`config.mk`:
```
export PLATFORM = sky130hd
export DESIGN_NAME = load_request_ctrl
export DESIGN_NICKNAME = d
export VERILOG_FILES = /design/src/hdl/load_pkg.sv /design/src/hdl/load_request_ctrl.sv
export VERILOG_INCLUDE_DIRS = /design/src /design/src/include
export SDC_FILE = /design/constraint.sdc
export NUM_CORES = 1
export LEC_CHECK = 0
export BUFFER_PORTS_ARGS = -buffer_cell sky130_fd_sc_hd__buf_4
export CAP_MARGIN = 30
export CORE_AREA = 5 5 498 500
export DETAILED_ROUTE_END_ITERATION = 16
export DIE_AREA = 0 0 503 505
export GPL_ROUTABILITY_DRIVEN = 1
export SLEW_MARGIN = 20
export SYNTH_ARGS = -nofsm -noshare
export SYNTH_HDL_FRONTEND = slang
export SYNTH_SLANG_ARGS = --single-unit
export TNS_END_PERCENT = 30
```
`constraint.sdc`:
```
create_clock -name clk -period 8 [get_ports clk]
set_input_delay 0.8 -clock clk [delete_from_list [all_inputs] [get_ports clk]]
set_output_delay 0.8 -clock clk [all_outputs]
set_load 0.005 [all_outputs]
```
`src/include/load_defs.svh`:
```
`ifndef LOAD_DEFS_SVH
`define LOAD_DEFS_SVH

// ************************************************
// Data path widths
// ************************************************
`define LOAD_LINE_WIDTH 512
`define LOAD_ADDR_WIDTH 48
`define LOAD_LEN_WIDTH 32

// ************************************************
// Prefetch FIFO
// ************************************************
`define LOAD_LOG2_PREFETCH 4
`define LOAD_PREFETCH_DEPTH (1 << `LOAD_LOG2_PREFETCH)

// Index offsets summed onto the base address
`define LOAD_NUM_OFFSETS 3

// ************************************************
// DMA burst codes
// ************************************************
`define LOAD_BURST_WIDTH 2
`define LOAD_BURST_1 2'd0
`define LOAD_BURST_2 2'd1
`define LOAD_BURST_4 2'd3

`endif

```
`src/hdl/load_pkg.sv`:
```
`include "load_defs.svh"

package load_pkg;

    typedef logic [`LOAD_LINE_WIDTH-1:0] line_t;
    typedef logic [`LOAD_ADDR_WIDTH-1:0] line_addr_t;
    typedef logic [`LOAD_LEN_WIDTH-1:0] line_count_t;
    typedef logic [`LOAD_BURST_WIDTH-1:0] burst_t;

    // Operation setup, sampled when a load starts
    typedef struct packed {
        line_addr_t  base_addr;
        line_count_t offset0;
        line_count_t offset1;
        line_count_t offset2;
        line_count_t length;
        logic        multiline;
        logic        trigger_dma;
    } load_cfg_t;

    // Read command for the DMA engine
    typedef struct packed {
        line_addr_t  addr;
        line_count_t length;
        logic        multiline;
    } dma_cmd_t;

    typedef enum logic [2:0] {
        REQ_IDLE,
        REQ_ACCUMULATE,
        REQ_DMA_TRIGGER,
        REQ_READ,
        REQ_DONE
    } request_state_t;

    typedef enum logic [1:0] {
        RCV_IDLE,
        RCV_READ,
        RCV_DONE
    } receive_state_t;

endpackage

```
`src/hdl/load_request_ctrl.sv`:
```
`timescale 1ns/1ps
`include "load_defs.svh"

module load_request_ctrl
(
    input  logic                          clk,
    input  logic                          internal_reset,
    input  logic                          req_start,
    input  load_pkg::load_cfg_t           cfg,
    input  logic                          dma_idle,
    input  logic                          dma_active,
    output logic                          dma_cmd_valid,
    output load_pkg::dma_cmd_t            dma_cmd,
    output logic                          line_req_valid,
    output load_pkg::burst_t              line_req_burst,
    input  logic                          rx_valid,
    input  load_pkg::line_t               rx_data,
    output logic                          fifo_we,
    output load_pkg::line_t               fifo_wdata,
    input  logic [`LOAD_LOG2_PREFETCH:0]  fifo_count
);
    import load_pkg::*;

    localparam int IDX_W = $clog2(`LOAD_NUM_OFFSETS);

    request_state_t state;
    logic [IDX_W-1:0] offset_idx;
    line_count_t offsets [`LOAD_NUM_OFFSETS];
    line_addr_t line_addr;
    line_count_t length;
    logic multiline;
    logic trigger_dma;

    // ************************************************
    // Credit accounting
    // ************************************************
    line_count_t requested;
    line_count_t received;
    line_count_t in_flight;
    line_count_t credit;

    assign in_flight = requested - received;
    // A line in the write stage is neither in flight nor counted by the FIFO yet
    assign credit = line_count_t'(`LOAD_PREFETCH_DEPTH) - line_count_t'(fifo_count)
                    - in_flight - line_count_t'(fifo_we);

    // Burst choice for the next request
    logic burst_ok;
    burst_t burst_code;
    line_count_t burst_lines;
    logic issue;

    always_comb
    begin
        burst_ok = 1'b1;
        burst_code = `LOAD_BURST_1;
        burst_lines = line_count_t'(1);
        if (multiline && (requested + line_count_t'(4) < length))
        begin
            burst_code = `LOAD_BURST_4;
            burst_lines = line_count_t'(4);
        end
        else if (multiline && (requested + line_count_t'(2) < length))
        begin
            burst_code = `LOAD_BURST_2;
            burst_lines = line_count_t'(2);
        end
        else if (!(requested < length))
        begin
            burst_ok = 1'b0;
        end
    end

    // Hold the burst back until the FIFO can take all of it
    assign issue = (state == REQ_READ) && dma_active && burst_ok && (credit >= burst_lines);

    // ************************************************
    // Request FSM
    // ************************************************
    always_ff @(posedge clk)
    begin
        if (internal_reset)
        begin
            state <= REQ_IDLE;
            offset_idx <= '0;
            requested <= '0;
            received <= '0;
            dma_cmd_valid <= 1'b0;
            line_req_valid <= 1'b0;
            fifo_we <= 1'b0;
        end
        else
        begin
            dma_cmd_valid <= 1'b0;
            line_req_valid <= 1'b0;
            fifo_we <= rx_valid;
            if (rx_valid)
            begin
                received <= received + 1'b1;
            end
            case (state)
                REQ_IDLE:
                begin
                    if (req_start)
                    begin
                        offset_idx <= '0;
                        requested <= '0;
                        received <= '0;
                        state <= REQ_ACCUMULATE;
                    end
                end
                REQ_ACCUMULATE:
                begin
                    offset_idx <= offset_idx + 1'b1;
                    if (offset_idx == IDX_W'(`LOAD_NUM_OFFSETS - 1))
                    begin
                        state <= trigger_dma ? REQ_DMA_TRIGGER : REQ_READ;
                    end
                end
                REQ_DMA_TRIGGER:
                begin
                    if (dma_idle)
                    begin
                        dma_cmd_valid <= 1'b1;
                        state <= REQ_READ;
                    end
                end
                REQ_READ:
                begin
                    if (issue)
                    begin
                        line_req_valid <= 1'b1;
                        requested <= requested + burst_lines;
                    end
                    if (requested == length)
                    begin
                        state <= REQ_DONE;
                    end
                end
                default:
                begin
                    state <= REQ_IDLE;
                end
            endcase
        end
    end

    // Operation setup, address sum and outgoing payloads
    always_ff @(posedge clk)
    begin
        if (state == REQ_IDLE && req_start)
        begin
            line_addr <= cfg.base_addr;
            offsets[0] <= cfg.offset0;
            offsets[1] <= cfg.offset1;
            offsets[2] <= cfg.offset2;
            length <= cfg.length;
            multiline <= cfg.multiline;
            trigger_dma <= cfg.trigger_dma;
        end
        if (state == REQ_ACCUMULATE)
        begin
            line_addr <= line_addr + line_addr_t'(offsets[offset_idx]);
        end
        if (state == REQ_DMA_TRIGGER && dma_idle)
        begin
            dma_cmd.addr <= line_addr;
            dma_cmd.length <= length;
            dma_cmd.multiline <= multiline;
        end
        if (issue)
        begin
            line_req_burst <= burst_code;
        end
        fifo_wdata <= rx_data;
    end

endmodule

```
* Word level (Yosys, flattened, before mapping)
Memory sizes are Yosys's and may differ from the RTL's. A register that Yosys moved wholly into a read port is not among the register bits. Cells that the tools add are included.
Storage, ports and cells: register bits 749, RAM bits 96, input bits 701, output and inout bits 598, logic and storage cells 87, memories kept 1
Operators by class: add/subtract/negate cells 10, $lt $le $gt $ge 4, eq/ne operators 10, mux-type cells 28, bitwise gates (word level) 2, reductions and logical operators 16
Memories:
- offsets | words 3, width 32, read ports 1, clocked after Yosys merged registers in 1, write ports 3, line load_request_ctrl.sv:28 | line_count_t offsets [`LOAD_NUM_OFFSETS];
Operators with widths (number):
- $mux 32 | 5
- $lt 32x32->1 | 3
- $mux 48 | 2
- $pmux 32 s2 | 1
- $sub 32x32->32 | 2
- $add 48x32->48 | 1
- $add 32x1->32 const B | 1
- $add 32x2->32 const B | 1
- $add 32x3->32 const B | 1
- $add 32x32->32 | 1
- $eq 32x32->1 | 1
- $ge 32x32->1 | 1
- $sub 32x1->32 | 1
- $mux 3 | 5
- $pmux 3 s4 | 1
- $mux 1 | 9
- $mux 2 | 4
- $ne 2x2->1 const B | 4
- $logic_and 1x1->1 | 7
- $eq 3x2->1 const B | 2
- $reduce_bool 2->1 | 3
- $sub 5x5->6 const A | 1
- $pmux 2 s2 | 1
- $reduce_and 4->1 | 1
- other kinds (9) | 11

* Depth between registers and ports, before layout
depth after elaboration 9, gate-level depth with buffers 30, depth with buffers taken out 27

* Least setup slack after synthesis
OpenSTA, ideal clock, no wires.
path type input to register, start in fifo_count[0], end reg requested[1], setup time 0.132 ns, arrival 7.929 ns, data required time 7.868 ns, slack -0.061 ns, stages 17, path buffers 2, cells stage by stage inv_1 -> a31oi_1 -> fa_1 -> ha_1 -> a21oi_1 -> o21ai_2 -> a31oi_1 -> mux2_2 -> a2111oi_0 -> and4_1 -> nand4_1 -> nor4_4 -> or2_1 -> buf_6 -> buf_4 -> nand3b_1 -> a21oi_1
On the way: longest elaborated chain between the ends 7
RTL lines:
- from (decl) | line load_request_ctrl.sv:20 | input logic [`LOAD_LOG2_PREFETCH:0] fifo_count
- $sub 5x5->6 | line load_request_ctrl.sv:44 | assign credit = line_count_t'(`LOAD_PREFETCH_DEPTH) - line_count_t'(fifo_count)
- $sub 32x32->32 | line load_request_ctrl.sv:44
- $sub 32x1->32 | line load_request_ctrl.sv:44
- $ge 32x32->1 | line load_request_ctrl.sv:75 | assign issue = (state == REQ_READ) && dma_active && burst_ok && (credit >= burst_lines);
- $logic_and 1x1->1 | line load_request_ctrl.sv:75
- $ne 2x2->1 (no source line)
- $reduce_and 3->1 (no source line)
- to (signal assigned) | line load_request_ctrl.sv:133 | requested <= requested + burst_lines;
- to (decl) | line load_request_ctrl.sv:37 | line_count_t requested;
No other way between the ends. A chain may end at the register's enable or synchronous reset.

* Worst setup path after layout
start reg requested[15], end reg requested[13]
On the way: longest elaborated chain between the ends 9, elaborated cells on any way between the ends 23, those cells by class 6 x add/sub; 4 x order compare; 1 x eq/ne; 7 x mux; 5 x reduce/logical
RTL lines:
- branches (longest 9 deep; another with $sub 32x32->32)
Parallel ways; which one is timed is not known. The select of a mux whose other input is x is not followed.

==> results_dict.tcl <==
set metrics [dict create \
    antenna_left 0 \
    async_reset_ff_share_pct 0 \
    synthTopCellsByCount "dfxtp_1 (586), edfxtp_1 (261), ha_1 (197), nand2_1 (197), inv_1 (171)" \
    cts_tree "yes" \
    fin_crit_sh_pct 89.6 \
    first_pass_iters 5 \
    placementRows 181 \
    wl_per_cell_um 38.1 \
    antenna_found_initial 278 \
    power_frac_seq_pct 40.9 \
    drv_cap 0 \
    port_buffers 1298 \
    finalSetupViolations 0 \
    synth_fp_nets 3496 \
    ys_types 80 \
    clkPwrFrac_pct 45.3 \
    cts_resized 0 \
    synth_top_area_cell "dfxtp_1" \
    multi_input_area_mm2 0.0107 \
    synth.cell_area_mm2 0.0312 \
    status "complete, no violations" \
    hold_slack_ns 0.0862 \
    place_hpwl_um 247000 \
    die-area_mm2 0.254 \
    die_w_um 503 \
    register_area_mm2 0.0196 \
    fin_nets 4873 \
    end_kind "flip-flop" \
    dpl_cell_area_mm2 0.0450 \
    yosysWarningCount 0 \
    cts_buffers 108 \
    final.setup.tns_ns 0 \
    place.gp.congestion 0.960 \
    worstHoldPathType "input pin to flip-flop" \
    synth_area_leaders "dfxtp_1 (38%), edfxtp_1 (25%), ha_1 (7.9%)" \
    hold_buffers 0 \
    grt_max_degree 65 \
    critPathSlowestCell "dfxtp_1" \
    die_h_um 505 \
    grt.overflow.total 0 \
    swShare_pct 28.1 \
    yosysMostFrequentCell "dfxtp_1" \
    seq_area_frac_synth_pct 62.8 \
    synth-edff-count 261 \
    crit_buf_inv 5 \
    core_mm2 0.243 \
    p_sw_mw 3.32 \
    cts_root_buffer "clkbuf_16" \
    critPathTopFamily "simple AND/OR/NAND/NOR gates" \
    powerDensity_mw_per_mm2 241 \
    synth_top_area_share_pct 37.7 \
    drive_above_1_share_pct 38.9 \
    intPower_mw 8.49 \
    cts_setup_buffers 0 \
    crit_path_start_kind "flip-flop" \
    finalMaxSlewViolations 0 \
    dp.cells 7033 \
    via_count 27600 \
    crit_arrival_ns 7.78 \
    clk_pin_slew_ns 0.07 \
    design_area_mm2 0.0490 \
    cts.sinks 847 \
    max_freq_mhz 139 \
    tightest_slew_ns 1.12 \
    fin_cells 7293 \
    fin_skew_ns 0.0964 \
    avgSynthCellArea_um2 12.1 \
    areaGrowthSynthToFinish_pct 57.3 \
    first_iter_violations 2451 \
    slew_headroom_pct 24.8 \
    via_per_inst 3.79 \
    insertion_delay_ns 0.81 \
    rsz0062_at_grt "no" \
    track_usage_pct 21.1 \
    cp_max_fo 14 \
    start_util_pct 12.8 \
    hold_viol 0 \
    routed_wl_um 278000 \
    slowest_delay_ns 0.62 \
    grt_pass1_wl_um 336000 \
    cts.path.max_buffers 3 \
    p_leak_nw 20.8 \
    critical_path_class "flip-flop to flip-flop" \
    required_ns 8.61 \
    period_needed_ns 7.17 \
    final.fill_count 26500 \
    synth-seq-cells 847 \
    synthCells 2564 \
    crit_top_cell "nand4_1" \
    peakVddDrop_mv 0.181 \
    combPwrFrac_pct 13.8 \
    drc_errors 0 \
    boundaryPins 1299 \
    first_global_vias 26900 \
    htree_levels 3 \
    ys.flop_type "dfxtp_1" \
]
==> per-layer routing <==
layer  GRT usage [%]  vias up  wire (um)
met5               0        -        532
met4            5.53       82       8960
met3            15.6      473      44900
met2            32.0     1738     120000
met1            23.2    13500     104000
li1                -    11800          -
==> power by group through the flow <==
stage                     Sequential, mW  Combinational (mW)  Clock, mW
after CTS                           4.83                1.64       5.51
after floorplan                     4.86               0.643          0
after detailed placement            4.92                1.63          0
final                               4.83                1.62       5.35
after global routing                4.85                1.75       5.66
after global placement              4.92                1.63          0
==> area by class of cell <==
type | count | area share [%]
antenna | 55 | 0.281
clock buffer | 133 | 5.96
clock inverter | 72 | 1.94
inverter | 172 | 1.33
multi-input combinational | 1469 | 21.7
sequential | 847 | 40.0
tap | 3202 | 8.18
timing repair buffer | 1343 | 20.6
==> metrics by stage <==
stage / setup WS (ns) / utilization [%] / power, mW
6_report: 0.828 / 20.2 / 11.8
5_1_grt: 0.346 / 20.2 / 12.3
4_1_cts: 0.879 / 20.1 / 12.0
3_5_place_dp: 0.923 / 18.5 / 6.55
3_3_place_gp: 1.04 / 18.5 / 6.54
2_1_floorplan: 1.02 / - / 5.51
==> sequential cells by signal (all words and copies together), names as in the netlist, 2 cells and up, named ones only <==
signal	count
dma_cmd	81
fifo_wdata	512
length	32
line_addr	48
line_req_burst	2
offset_idx	2
offsets	96
received	32
requested	32
state	3
==> layout by cell type, fill, tap and decap left out, types with 10 or more instances in the layout <==
cell type	count
nand2_1	197
nor4_1	14
a21o_1	40
nor2b_1	20
edfxtp_1	261
xor2_1	51
xnor2_1	104
o21ai_0	132
o21a_1	11
inv_1	170
mux2i_1	43
buf_4	1337
ha_1	197
nand3_1	49
clkbuf_1	16
or3_1	20
clkinv_2	15
fa_1	34
dfxtp_1	584
a21oi_1	110
clkbuf_16	111
nand4_1	47
and4_1	10
o21ai_1	11
nand2b_1	17
diode_2	55
bufinv_16	14
nor3_1	34
and3_1	22
clkinvlp_4	12
nor2_1	145
==> final timing paths <==
path | slack [ns] | to | depth (start not counted) | from
max | 0.83 | requested[13] | 29 | requested[15]
min | 0.09 | fifo_wdata[262] | 1 | rx_data[262]
max reg2reg | 0.83 | requested[13] | 29 | requested[15]
min reg2reg | 0.45 | dma_cmd[12] | 0 | length[11]
==> cell families (layout without fill, tap and decap cells) <==
logic type	Yosys count	after routing	share of synthesized area, %
mux	48	48	1.56
xor+xnor	155	155	4.36
other cells	0	55	0
flops	847	847	62.8
compound gates	409	409	8.20
buf+inv	248	1720	3.10
fa+ha+maj	231	231	10.1
simple gates	626	626	9.87
Note: power is estimated with default switching activity, not from simulation.
