**config.mk**
```make
export PLATFORM = sky130hd
export DESIGN_NAME = load_receive_ctrl
export DESIGN_NICKNAME = d
export VERILOG_FILES = /design/src/hdl/load_pkg.sv /design/src/hdl/load_receive_ctrl.sv
export VERILOG_INCLUDE_DIRS = /design/src /design/src/include
export SDC_FILE = /design/constraint.sdc
export NUM_CORES = 1
export LEC_CHECK = 0
export BUFFER_PORTS_ARGS = -buffer_cell sky130_fd_sc_hd__buf_2
export CAP_MARGIN = 20
export CORE_AREA = 10 10 408 410
export CTS_BUF_LIST = sky130_fd_sc_hd__clkbuf_8
export CTS_CLUSTER_SIZE = 10
export DETAILED_ROUTE_END_ITERATION = 16
export DIE_AREA = 0 0 418 420
export HOLD_SLACK_MARGIN = 0.03
export SLEW_MARGIN = 10
export SYNTH_ARGS = -nofsm -noshare
export SYNTH_HDL_FRONTEND = slang
export SYNTH_SLANG_ARGS = --single-unit
```
**constraint.sdc**
```tcl
create_clock -name clk -period 3.3 [get_ports clk]
set_clock_uncertainty 0.05 [all_clocks]
set_input_delay 0.66 -clock clk [delete_from_list [all_inputs] [get_ports clk]]
set_output_delay 0.66 -clock clk [all_outputs]
set_load 0.1 [all_outputs]
```
**src/include/load_defs.svh**
```systemverilog
`ifndef LOAD_DEFS_SVH
`define LOAD_DEFS_SVH

// ************************************************
// Data path widths
// ************************************************
`define LOAD_LINE_WIDTH 512
`define LOAD_ADDR_WIDTH 48
`define LOAD_LEN_WIDTH 32

// ************************************************
// Prefetch FIFO
// ************************************************
`define LOAD_LOG2_PREFETCH 4
`define LOAD_PREFETCH_DEPTH (1 << `LOAD_LOG2_PREFETCH)

// Index offsets summed onto the base address
`define LOAD_NUM_OFFSETS 3

// ************************************************
// DMA burst codes
// ************************************************
`define LOAD_BURST_WIDTH 2
`define LOAD_BURST_1 2'd0
`define LOAD_BURST_2 2'd1
`define LOAD_BURST_4 2'd3

`endif

```
**src/hdl/load_pkg.sv**
```systemverilog
`include "load_defs.svh"

package load_pkg;

    typedef logic [`LOAD_LINE_WIDTH-1:0] line_t;
    typedef logic [`LOAD_ADDR_WIDTH-1:0] line_addr_t;
    typedef logic [`LOAD_LEN_WIDTH-1:0] line_count_t;
    typedef logic [`LOAD_BURST_WIDTH-1:0] burst_t;

    // Operation setup, sampled when a load starts
    typedef struct packed {
        line_addr_t  base_addr;
        line_count_t offset0;
        line_count_t offset1;
        line_count_t offset2;
        line_count_t length;
        logic        multiline;
        logic        trigger_dma;
    } load_cfg_t;

    // Read command for the DMA engine
    typedef struct packed {
        line_addr_t  addr;
        line_count_t length;
        logic        multiline;
    } dma_cmd_t;

    typedef enum logic [2:0] {
        REQ_IDLE,
        REQ_ACCUMULATE,
        REQ_DMA_TRIGGER,
        REQ_READ,
        REQ_DONE
    } request_state_t;

    typedef enum logic [1:0] {
        RCV_IDLE,
        RCV_READ,
        RCV_DONE
    } receive_state_t;

endpackage

```
**src/hdl/load_receive_ctrl.sv**
```systemverilog
`timescale 1ns/1ps
`include "load_defs.svh"

module load_receive_ctrl
(
    input  logic                   clk,
    input  logic                   internal_reset,
    input  logic                   op_start,
    input  load_pkg::line_count_t  cfg_length,
    output logic                   req_start,
    input  logic                   fifo_rvalid,
    input  load_pkg::line_t        fifo_rdata,
    input  logic                   fifo_empty,
    output logic                   fifo_re,
    input  logic                   out_almost_full,
    output logic                   out_valid,
    output load_pkg::line_t        out_data,
    output logic                   op_done
);
    import load_pkg::*;

    receive_state_t state;
    line_count_t length;
    line_count_t forwarded;

    // Drain the FIFO whenever the consumer has room
    assign fifo_re = !fifo_empty && !out_almost_full;

    always_ff @(posedge clk)
    begin
        if (internal_reset)
        begin
            state <= RCV_IDLE;
            forwarded <= '0;
            req_start <= 1'b0;
            out_valid <= 1'b0;
            op_done <= 1'b0;
        end
        else
        begin
            req_start <= 1'b0;
            out_valid <= 1'b0;
            op_done <= 1'b0;
            case (state)
                RCV_IDLE:
                begin
                    if (op_start)
                    begin
                        forwarded <= '0;
                        // Empty loads skip the requester entirely
                        if (cfg_length == '0)
                        begin
                            state <= RCV_DONE;
                        end
                        else
                        begin
                            req_start <= 1'b1;
                            state <= RCV_READ;
                        end
                    end
                end
                RCV_READ:
                begin
                    if (fifo_rvalid)
                    begin
                        out_valid <= 1'b1;
                        forwarded <= forwarded + 1'b1;
                        if (forwarded == length - 1'b1)
                        begin
                            state <= RCV_DONE;
                        end
                    end
                end
                default:
                begin
                    op_done <= 1'b1;
                    state <= RCV_IDLE;
                end
            endcase
        end
    end

    always_ff @(posedge clk)
    begin
        if (state == RCV_IDLE && op_start)
        begin
            length <= cfg_length;
        end
        out_data <= fifo_rdata;
    end

endmodule

```
======== After elaboration in Yosys (flattened, before gate mapping) ========
Index checks and enable logic that the tools add are counted.
storage, ports and cells
  bits in latches ......................... 0
  input port bits ......................... 550
  memories kept ........................... 0
  bits in writable memories ............... 0
  bits in read-only memories .............. 0
  flip-flop bits (word level) ............. 581
cells by class
  equal/unequal tests ..................... 5
  multipliers ............................. 0
  mux-type cells .......................... 11
  divide/modulo/power cells ............... 0
  add/subtract/negate cells ............... 2
  reductions and logical operators ........ 12
  shifts and indexed selects .............. 0
  bitwise logic cells ..................... 3
  order comparisons ....................... 0
operators by type and width
  cell                   number
  $mux 32                2
  $pmux 32 s2            1
  $add 32x1->32 const B  1
  $eq 32x32->1           1
  $logic_not 32->1       1
  $sub 32x1->32 const B  1
  $mux 2                 4
  $ne 2x2->1 const B     3
  $reduce_and 3->1       2
  $pmux 2 s2             1
  $reduce_or 2->1        2
  $mux 1                 3
  $not 1->1              3
  $reduce_or 3->1        1
  $eq 2x1->1 const B     1
  $logic_and 1x1->1      2
  $logic_not 1->1        2
  $logic_not 2->1        1
  $reduce_bool 2->1      1

======== Depth between registers and ports, before layout ========
Gate-level depths: netlist (run 1).
  depth after elaboration ................. 5
  mapped depth ............................ 10
  mapped depth without buffers ............ 10

======== Worst setup path before layout (run 1) ========
OpenSTA, ideal clock, no wires.
  kind .................................... flip-flop to flip-flop
  start point ............................. register length[10]
  end point ............................... register state[0]
  arrival time ............................ 2.990 ns
  stages on the path, launching flop included .. 11
  clock period less this slack ............ 3.155 ns
  path buffers ............................ 2
  data required time ...................... 3.134 ns
  slack ................................... 0.145 ns
  cell sequence ........................... edfxtp_1 buf_6 or4_4 or4_4 buf_6 nor4b_4 mux2_1 o211ai_1 nand4_1 or3_1 a31o_1
on the way
  longest elaborated chain between the ends .. 4
RTL lines
  what                               line                     RTL
  from (decl)                        load_receive_ctrl.sv:23  line_count_t length;
  from (signal assigned)             load_receive_ctrl.sv:87  length <= cfg_length;
  $sub 32x1->32                      load_receive_ctrl.sv:68  if (forwarded == length - 1'b1)
  $eq 32x32->1                       load_receive_ctrl.sv:68
  $ne 2x2->1 (no source line)        -
  $reduce_and 3->1 (no source line)  -
  to (signal assigned)               load_receive_ctrl.sv:58  state <= RCV_READ;
  to (signal assigned)               load_receive_ctrl.sv:70  state <= RCV_DONE;
  to (signal assigned)               load_receive_ctrl.sv:77  state <= RCV_IDLE;
  to (decl)                          load_receive_ctrl.sv:22  receive_state_t state;
Every way passes these cells.
A chain may end at the register's enable or synchronous reset.

======== Worst setup path in the final report (run 1) ========
Same ends and word-level chain as after synthesis.

==> results of run 1 <==
sequential cells by signal, summed over array words and instances (netlist names):
signal / flops
forwarded: 32
length: 32
op_done: 1
out_data: 512
out_valid: 1
req_start: 1
state: 2
through the flow:
step	utilization	hold WS, ns	total power, mW	setup slack [ns]
2_1_floorplan	-	0.430	10.3	0.145
3_3_place_gp	0.140	0.458	11.4	0.00907
3_5_place_dp	0.140	0.466	11.4	0.0231
4_1_cts	0.191	0.149	20.5	0.00676
5_1_grt	0.191	0.221	20.9	-0.0179
6_report	0.192	0.275	20.1	0.154
per-layer routing:
metal	track usage	up-vias
li1	-	6583
met5	0	-
met2	0.274	1070
met4	0.0596	32
met1	0.132	7031
met3	0.103	403
what timing repair did:
item / 4_1_cts / 5_1_grt
gates resized for setup: 0 / 3
buffers inserted: 1 / 2
hold buffers: 546 / 0
pin swaps: 2 / 5
setup endpoints to repair: 1 / 2
hold endpoints to repair: 547 / 0
worst reg2reg max path: cells and delay by family (launching register included):
family / cells / cell delay [ns]
and+or+nand+nor: 6 / 2.11
AOI/OAI and AO/OA: 2 / 0.48
DFF: 1 / 0.40
cell usage after synthesis, types with 3 or more instances:
cell,n,share of area
nor4b_1,3,0.0019
nor2_1,50,0.013
dfxtp_1,549,0.78
nor3_1,15,0.0053
nor2b_1,6,0.0027
nand2b_1,3,0.0013
nand2_1,20,0.0053
or3_1,7,0.0031
and4_1,4,0.0025
or2_2,3,0.0013
nand3b_1,3,0.0016
nand4_1,16,0.0071
buf_6,4,0.0032
edfxtp_1,32,0.068
clkbuf_1,8,0.0021
nand3_1,20,0.0071
nor4_1,21,0.0093
nor3b_1,6,0.0032
xor2_1,33,0.020
inv_1,8,0.0021
o21ai_0,10,0.0035
mux2i_1,5,0.0035
xnor2_1,31,0.019
a21oi_1,6,0.0021
and3_1,7,0.0031
final timing paths:
kind                                   start                    endpoint  slack [ns]  cells after the start
hold reg to reg   forwarded[12]$_SDFFE_PP0P_  forwarded[12]$_SDFFE_PP0P_        0.48                      2
hold / removal                      op_start   forwarded[1]$_SDFFE_PP0P_        0.28                      4
setup / recovery        length[10]$_DFFE_PP_       state[0]$_SDFFE_PP0P_        0.15                      8
setup reg to reg        length[10]$_DFFE_PP_       state[0]$_SDFFE_PP0P_        0.15                      8
kinds of logic after synthesis:
family / after synthesis
compound gates: 36
mux: 7
flops: 581
buf+inv: 20
xor+xnor: 64
fa+ha+maj: 2
simple gates: 200
power breakdown:
part           switching, mW  internal (mW)  total [mW]
Combinational           3.35          0.929        4.28
Sequential             0.153           7.45        7.61
Clock                   3.43           4.82        8.25
layout make-up:
class | instances | area [um2]
clock inverter | 64 | 734
tap | 2072 | 2590
antenna | 30 | 75.1
fill | 17396 | 128000
inverter | 8 | 30.0
clock buffer | 132 | 1820
multi-input combinational | 309 | 2070
sequential | 581 | 12000
timing repair buffer | 1634 | 11000
==> results.sh, run 1 <==
export IMPL_maxSlewViolCount=0
export IMPL_final_cell_mix="buf_2, dfxtp_1, dlygate4sd3_1"
export IMPL_synthSimpleGateAreaFrac=0.0799
export IMPL_cp_max_fo=6
export IMPL_critPathTopFamily="simple AND/OR/NAND/NOR gates"
export IMPL_fin_area_um2=30200
export IMPL_die_area_um2=176000
export IMPL_hpwl_mm=121
export IMPL_finalWirelength_mm=140
export IMPL_cts_tree="yes"
export IMPL_route_met3_wl_mm=21.5
export IMPL_final_common_cell="buf_2"
export IMPL_layoutNonFillerInstCount=4830
export IMPL_grt_pass1_vias=16573
export IMPL_final_net_count=3193
export IMPL_max_cap_violations=0
export IMPL_drt_first_iter_violations=870
export IMPL_drtPass1Iterations=5
export IMPL_peakVddDrop_v=0.000386
export IMPL_setup_tns_final_ns=0
export IMPL_syn_inst=910
export IMPL_htreeDepth=3
export IMPL_cts_buffer_depth=3
export IMPL_synthFlopType="dfxtp_1"
export IMPL_start_util=0.0894
export IMPL_syn_area_per_cell_um2=15.5
export IMPL_cts_inserted_buffers=107
export IMPL_cp_start_kind="flop"
export IMPL_synth_adder_area_share=0.00177
export IMPL_synthXorXnorAreaFrac=0.0397
export IMPL_synth_edf_count=32
export IMPL_gp_congestion=0.974
export IMPL_fmax_mhz=318
export IMPL_top_layer_used="met5"
export IMPL_synth_top_family_by_area="simple AND/OR/NAND/NOR gates"
export IMPL_clock_sinks=581
export IMPL_synthToLayoutAreaGrowth_pct=114
export IMPL_clk_latency_ns=0.81
export IMPL_tightest_slew_ns=0.700
export IMPL_grt_total_usage=0.152
export IMPL_worstPathRequired_ns=3.96
export IMPL_coreArea_um2=158000
export IMPL_yosys_warnings=0
export IMPL_drc_errors=0
export IMPL_via_count=15119
export IMPL_synth_fp_nets=1462
export IMPL_crit_buf_inv=0
export IMPL_antenna_left=0
export IMPL_post_route_period_util=0.953
export IMPL_path_clk_slew_ns=0.07
export IMPL_drt_met1_wl_mm=40.6
export IMPL_grt_start_max_net_pins=33
export IMPL_worstSetupPathType="flop to flop"
export IMPL_path_common_cell="or4_4"
export IMPL_rows=146
export IMPL_routed_via_density=3.13
export IMPL_placed_area_um2=22100
export IMPL_seq_area_frac_synth=0.847
export IMPL_critical_path_max_stage_delay_ns=0.56
export IMPL_drive_gt1_frac=0.472
export IMPL_die_width_um=418
export IMPL_io_buffers=1065
export IMPL_die_y_um=420
export IMPL_root_buffer="clkbuf_8"
export IMPL_powerDensity_nw_per_um2=666
export IMPL_final_hold_viol_count=0
export IMPL_hold_class="input pin to flop"
export IMPL_synth_area_um2=14100
export IMPL_grt_pass1_wl_mm=172
export IMPL_grt_antenna_before_repair=150
export IMPL_synth_seq_cells=581
export IMPL_min_period_ns=3.15
export IMPL_synth_cell_types=57
export IMPL_p_leak_nw=13.4
export IMPL_route_met2_wl_mm=71.5
export IMPL_ys_async_sr_fraction=0
export IMPL_arrival_ns=3.81
export IMPL_critPathCaptureType="flop"
export IMPL_numPlacedInstances=4055
export IMPL_maxSlewHeadroom=0.533
export IMPL_ioPinCount=1066
export IMPL_status="finished clean"
export IMPL_synth_area_mux_share=0.00515
export IMPL_finalSetupViolCount=0
export IMPL_wire_per_inst_um=29.0
export IMPL_grt_overflow_total=0
export IMPL_slowest_stage="or4_4"
export IMPL_synth_compound_area_frac=0.0185
export IMPL_path_cells="or4_4, or4_4, nor4_4, nand3_1, a311oi_2, nand4_1, or3_1, a31o_1"
Note: power is estimated with default switching activity, not from simulation.
==> run 2, diff against run 1 <==
--- a/config.mk
+++ b/config.mk
@@ -9,3 +9,2 @@
 export BUFFER_PORTS_ARGS = -buffer_cell sky130_fd_sc_hd__buf_2
-export CAP_MARGIN = 20
 export CORE_AREA = 10 10 408 410
@@ -16,2 +15,3 @@
 export HOLD_SLACK_MARGIN = 0.03
+export SETUP_SLACK_MARGIN = 0.05
 export SLEW_MARGIN = 10
==> constraint.sdc (replaced) <==
create_clock -name clk -period 3.3 [get_ports clk]
set_clock_uncertainty 0.05 [all_clocks]
set_input_delay 0.495 -clock clk [delete_from_list [all_inputs] [get_ports clk]]
set_output_delay 0.495 -clock clk [all_outputs]
set_load 0.1 [all_outputs]
==> run 2 against run 1 <==
Compared with the run above: die area is the same; sequential power about the same; cell area down 0.28%; critical path depth unchanged; register-to-register slack about the same; via count down 1.0%; global-route usage about the same; worst setup slack worse by 0.013 ns; critical endpoint unchanged; largest cell class unchanged; highest routed layer unchanged.
==> results.sh, run 2 (same netlist as run 1, synthesis figures left out) <==
export IMPL_grt_start_max_net_pins=33
export IMPL_gp_congestion=0.975
export IMPL_grt_overflow_total=0
export IMPL_final_hold_viol_count=0
export IMPL_fmax_mhz=317
export IMPL_cts_tree="yes"
export IMPL_synthToLayoutAreaGrowth_pct=114
export IMPL_peakVddDrop_v=0.000344
export IMPL_maxSlewHeadroom=0.510
export IMPL_drc_errors=0
export IMPL_clk_latency_ns=0.81
export IMPL_critPathCaptureType="flop"
export IMPL_timing_final_ws_setup_ns=0.141
export IMPL_grt_pass1_vias=16484
export IMPL_finish_utilization=0.191
export IMPL_finalWirelength_mm=140
export IMPL_routed_via_density=3.10
export IMPL_rr_endpoint="state[0]$_SDFFE_PP0P_"
export IMPL_drt_first_iter_violations=934
export IMPL_worstSetupPathType="flop to flop"
export IMPL_root_buffer="clkbuf_8"
export IMPL_setup_tns_final_ns=0
export IMPL_arrival_ns=3.81
export IMPL_grt_antenna_before_repair=159
export IMPL_final_cell_mix="buf_2, dfxtp_1, dlygate4sd3_1"
export IMPL_tightest_slew_ns=0.741
export IMPL_ff2ff_path_depth=8
export IMPL_max_cap_violations=0
export IMPL_grt_setup_unrepaired="no"
export IMPL_cp_start_kind="flop"
export IMPL_powerDensity_nw_per_um2=659
export IMPL_fin_area_um2=30200
export IMPL_antenna_left=0
export IMPL_power_total_mw=19.9
export IMPL_hold_start="fifo_rdata[344]"
export IMPL_reg_top3="out_data: 512 flops, forwarded: 32 flops, length: 32 flops"
export IMPL_drive_gt1_frac=0.471
export IMPL_coreArea_um2=158000
export IMPL_wire_per_inst_um=28.9
export IMPL_clock_sinks=581
export IMPL_start_util=0.0894
export IMPL_finalSetupViolCount=0
export IMPL_grt_pass1_wl_mm=172
export IMPL_hpwl_mm=121
export IMPL_hold_class="input pin to flop"
export IMPL_worstHoldPathCells=2
export IMPL_r2r_start="length[10]$_DFFE_PP_"
export IMPL_htreeDepth=3
export IMPL_post_route_period_util=0.957
export IMPL_die_width_um=418
export IMPL_largest_reg_flops=512
export IMPL_ioPinCount=1066
export IMPL_worstPathRequired_ns=3.95
export IMPL_rows=146
export IMPL_cp_max_fo=4
export IMPL_via_count=14965
export IMPL_grt_total_usage=0.153
export IMPL_io_buffers=1065
export IMPL_status="finished clean"
export IMPL_cts_buffer_depth=3
export IMPL_path_clk_slew_ns=0.07
export IMPL_maxSlewViolCount=0
export IMPL_final_net_count=3193
export IMPL_r2r_slack_ns=0.14
export IMPL_die_area_um2=176000
export IMPL_p_leak_nw=13.4
export IMPL_placed_area_um2=22100
export IMPL_dpl_worst_slack_ns=0.0175
export IMPL_largest_register="out_data"
export IMPL_die_y_um=420
export IMPL_hold_end="out_data[344]$_DFF_P_"
export IMPL_cts_inserted_buffers=107
export IMPL_final_common_cell="buf_2"
export IMPL_min_period_ns=3.16
export IMPL_drtPass1Iterations=5
run 2: changes by cell type in the layout (fill, tap and decap cells not counted), moves of 2 or more:
cell / change
dlygate4sd3_1: +2
bufinv_16: -4
clkbuf_8: +3
buf_4: -2
clkinv_2: +5
clkinvlp_4: -7
inv_12: +2
diode_2: +2
run 2: report_power, final:
part	switching (mW)	total, mW	leakage (nW)	internal, mW
Combinational	3.35	4.28	7.16	0.929
Clock	3.40	7.98	1.34	4.58
Sequential	0.149	7.60	4.92	7.46
run 2: cell type report:
type                            instances  area [um2]
Fill cell                           17472      128000
Sequential cell                       581       12000
Timing Repair Buffer                 1634       11000
Tap cell                             2072        2590
Multi-Input combinational cell        309        2050
Clock buffer                          135        1860
Clock inverter                         59         611
Antenna cell                           32        80.1
Inverter                                8        30.0
run 2: worst max-delay path by stage:
stage,from,to
after CTS,length[17]$_DFFE_PP_,state[0]$_SDFFE_PP0P_
final,length[10]$_DFFE_PP_,state[0]$_SDFFE_PP0P_
after detailed placement,length[10]$_DFFE_PP_,state[0]$_SDFFE_PP0P_
after floorplan,length[10]$_DFFE_PP_,state[0]$_SDFFE_PP0P_
after global routing,length[10]$_DFFE_PP_,state[0]$_SDFFE_PP0P_
after global placement,length[10]$_DFFE_PP_,state[0]$_SDFFE_PP0P_
run 2: metrics by stage:
step / cells / hold WS (ns)
finish: 4830 / 0.258
global route: 4821 / 0.188
CTS: 4796 / 0.129
detailed placement: 4050 / 0.473
global placement: 4050 / 0.455
floorplan: 910 / 0.430
run 2: what timing repair did:
item / 4_1_cts / 5_1_grt
endpoints found under the setup margin: 1 / 2
buffers inserted: 4 / 2
hold buffers: 548 / 0
pin swaps: 3 / 3
hold endpoints to repair: 550 / 0
resized for setup: 0 / 2
run 2: worst max-delay path: stages (launching register included):
cell	delay [ns]
edfxtp_1	0.39
or4_4	0.56
or4_4	0.48
nor4b_4	0.37
mux2_1	0.37
o211ai_1	0.14
nand4_1	0.15
or3_1	0.33
a31o_1	0.22
run 2: metal layers:
layer,vias to the layer above,part of all wire,GRT usage
li1,6578,-,-
met5,-,0.0011,0
met2,1047,0.51,0.273
met1,6903,0.29,0.131
met4,26,0.048,0.0648
met3,411,0.15,0.104
==> run 3, diff against run 2 <==
Settings changed: BUFFER_PORTS_ARGS -buffer_cell sky130_fd_sc_hd__buf_2 to -buffer_cell sky130_fd_sc_hd__buf_4.
==> run 3 against run 2 <==
Compared with the run above: sequential power barely moved; worst hold slack improved by 0.0019 ns; first-iteration DRC count shrank 20%; critical path type unchanged; sequential share of layout area shrank 3.1 points; final cell count shrank 0.19%; routed wire length up 0.60%.
==> results.sh, run 3 (same netlist as run 1, synthesis figures left out) <==
export IMPL_htreeDepth=3
export IMPL_critical_path_max_stage_delay_ns=0.56
export IMPL_maxSlewHeadroom=0.541
export IMPL_grt_pass1_vias=16513
export IMPL_p_seq_frac=0.377
export IMPL_timing_final_ws_setup_ns=0.112
export IMPL_p_leak_nw=14.3
export IMPL_numPlacedInstances=4049
export IMPL_cp_max_fo=5
export IMPL_multi_input_area_um2=2060
export IMPL_p_comb_frac=0.230
export IMPL_drt_first_iter_violations=751
export IMPL_cp_start_kind="flop"
export IMPL_met2_usage=0.287
export IMPL_p_sw_frac=0.346
export IMPL_hold_ws_ns=0.260
export IMPL_cts_inserted_buffers=108
export IMPL_cts_tree="yes"
export IMPL_antenna_left=0
export IMPL_die_y_um=420
export IMPL_die_width_um=418
export IMPL_seqCellArea_um2=12000
export IMPL_gp_congestion=0.947
export IMPL_fmax_mhz=314
export IMPL_final_net_count=3188
export IMPL_status="finished clean"
export IMPL_critPathCaptureType="flop"
export IMPL_arrival_ns=3.85
export IMPL_ioPinCount=1066
export IMPL_clock_sinks=581
export IMPL_power_switching_mw=6.98
export IMPL_post_route_period_util=0.966
export IMPL_die_area_um2=176000
export IMPL_path_cells="or4_4, or4_4, nor4b_4, mux2_4, o211ai_1, nand4_1, or3_1, a31o_1"
export IMPL_routed_via_density=3.14
export IMPL_nFillCells=17142
export IMPL_tightest_slew_ns=0.689
export IMPL_root_buffer="clkbuf_8"
export IMPL_clock_power_share=0.392
export IMPL_dpl_worst_slack_ns=0.0363
export IMPL_slowest_stage="or4_4"
export IMPL_path_clk_slew_ns=0.07
export IMPL_max_cap_violations=0
export IMPL_crit_buf_inv=0
export IMPL_io_buffers=1065
export IMPL_use_met1=0.139
export IMPL_path_common_cell="or4_4"
export IMPL_layoutNonFillerInstCount=4821
export IMPL_min_period_ns=3.19
export IMPL_clk_latency_ns=0.82
export IMPL_reg_top3="out_data: 512 flops, forwarded: 32 flops, length: 32 flops"
export IMPL_wire_per_inst_um=29.1
export IMPL_synthToLayoutAreaGrowth_pct=132
export IMPL_finalWirelength_mm=140
export IMPL_final_cell_mix="buf_4, dfxtp_1, dlygate4sd3_1"
export IMPL_grt_setup_unrepaired="yes"
export IMPL_grt_start_max_net_pins=33
export IMPL_drtPass1Iterations=4
export IMPL_coreArea_um2=158000
export IMPL_cts_buffer_depth=3
export IMPL_peakVddDrop_v=0.000359
export IMPL_rows=146
export IMPL_grt_overflow_total=0
export IMPL_critPathTopFamily="simple AND/OR/NAND/NOR gates"
export IMPL_drive_gt1_frac=0.467
export IMPL_grt_antenna_before_repair=151
export IMPL_via_count=15122
export IMPL_largest_register="out_data"
export IMPL_fin_area_um2=32700
export IMPL_drc_errors=0
export IMPL_use_met3=0.0908
export IMPL_start_util=0.0894
export IMPL_worstPathRequired_ns=3.96
export IMPL_setup_tns_final_ns=0
export IMPL_final_common_cell="buf_4"
export IMPL_grt_total_usage=0.153
export IMPL_final_hold_viol_count=0
export IMPL_grt_pass1_wl_mm=173
export IMPL_largest_reg_flops=512
export IMPL_p_int_mw=13.2
export IMPL_hpwl_mm=121
export IMPL_worstSetupPathType="flop to flop"
export IMPL_finalSetupViolCount=0
export IMPL_maxSlewViolCount=0
export IMPL_grt_most_used_layer="met2"
export IMPL_hold_class="input pin to flop"
export IMPL_placed_area_um2=24700
export IMPL_powerDensity_nw_per_um2=618
-- run 3: what timing repair did --
action,in CTS,in global routing
endpoints found under the hold margin,551,0
hold buffers,548,0
setup endpoints to repair,1,2
resized for setup,1,1
setup buffers,1,0
pin swaps,4,1
-- run 3: layer usage --
layer	part of all wire	vias up
met5	0.00088	-
met3	0.13	365
met4	0.029	22
met2	0.53	958
li1	-	6560
met1	0.31	7217
-- run 3: layout make-up --
cell class              instances  area share
diodes                         26     0.00199
clock buffers                 130      0.0547
clock inverters                67      0.0194
inverters                       8    0.000918
multi-input cells             309      0.0628
flip-flops and latches        581       0.365
well taps                    2072      0.0793
repair buffers               1628       0.416
-- run 3: path summary, 6_finish.rpt --
check,to,slack (ns),from,cells past startpoint
worst min register to register,forwarded[12]$_SDFFE_PP0P_,0.47,forwarded[12]$_SDFFE_PP0P_,2
worst min-delay path,out_data[344]$_DFF_P_,0.26,fifo_rdata[344],2
worst max-delay path,state[0]$_SDFFE_PP0P_,0.11,length[10]$_DFFE_PP_,8
worst max register to register,state[0]$_SDFFE_PP0P_,0.11,length[10]$_DFFE_PP_,8
-- run 3: through the flow --
step                      total power, mW  utilization
after global routing                 20.9        0.207
after floorplan                      10.3            -
after detailed placement             11.8        0.157
after CTS                            20.6        0.207
final                                20.2        0.207
after global placement               11.8        0.157
-- run 3: worst register-to-register path, cell delays in order, from the launching register on --
cell and delay (ns):
edfxtp_1 0.39, or4_4 0.56, or4_4 0.50, nor4b_4 0.37, mux2_4 0.33, o211ai_1 0.16
nand4_1 0.16, or3_1 0.34, a31o_1 0.22
-- run 3: power groups by stage --
| stage | Clock, mW | Sequential (mW) | Combinational, mW |
|---|---|---|---|
| global route | 8.50 | 7.65 | 4.81 |
| CTS | 8.23 | 7.62 | 4.74 |
| detailed placement | 0 | 7.76 | 4.02 |
| global placement | 0 | 7.76 | 4.01 |
| finish | 7.93 | 7.62 | 4.66 |
| floorplan | 0 | 10.2 | 0.115 |
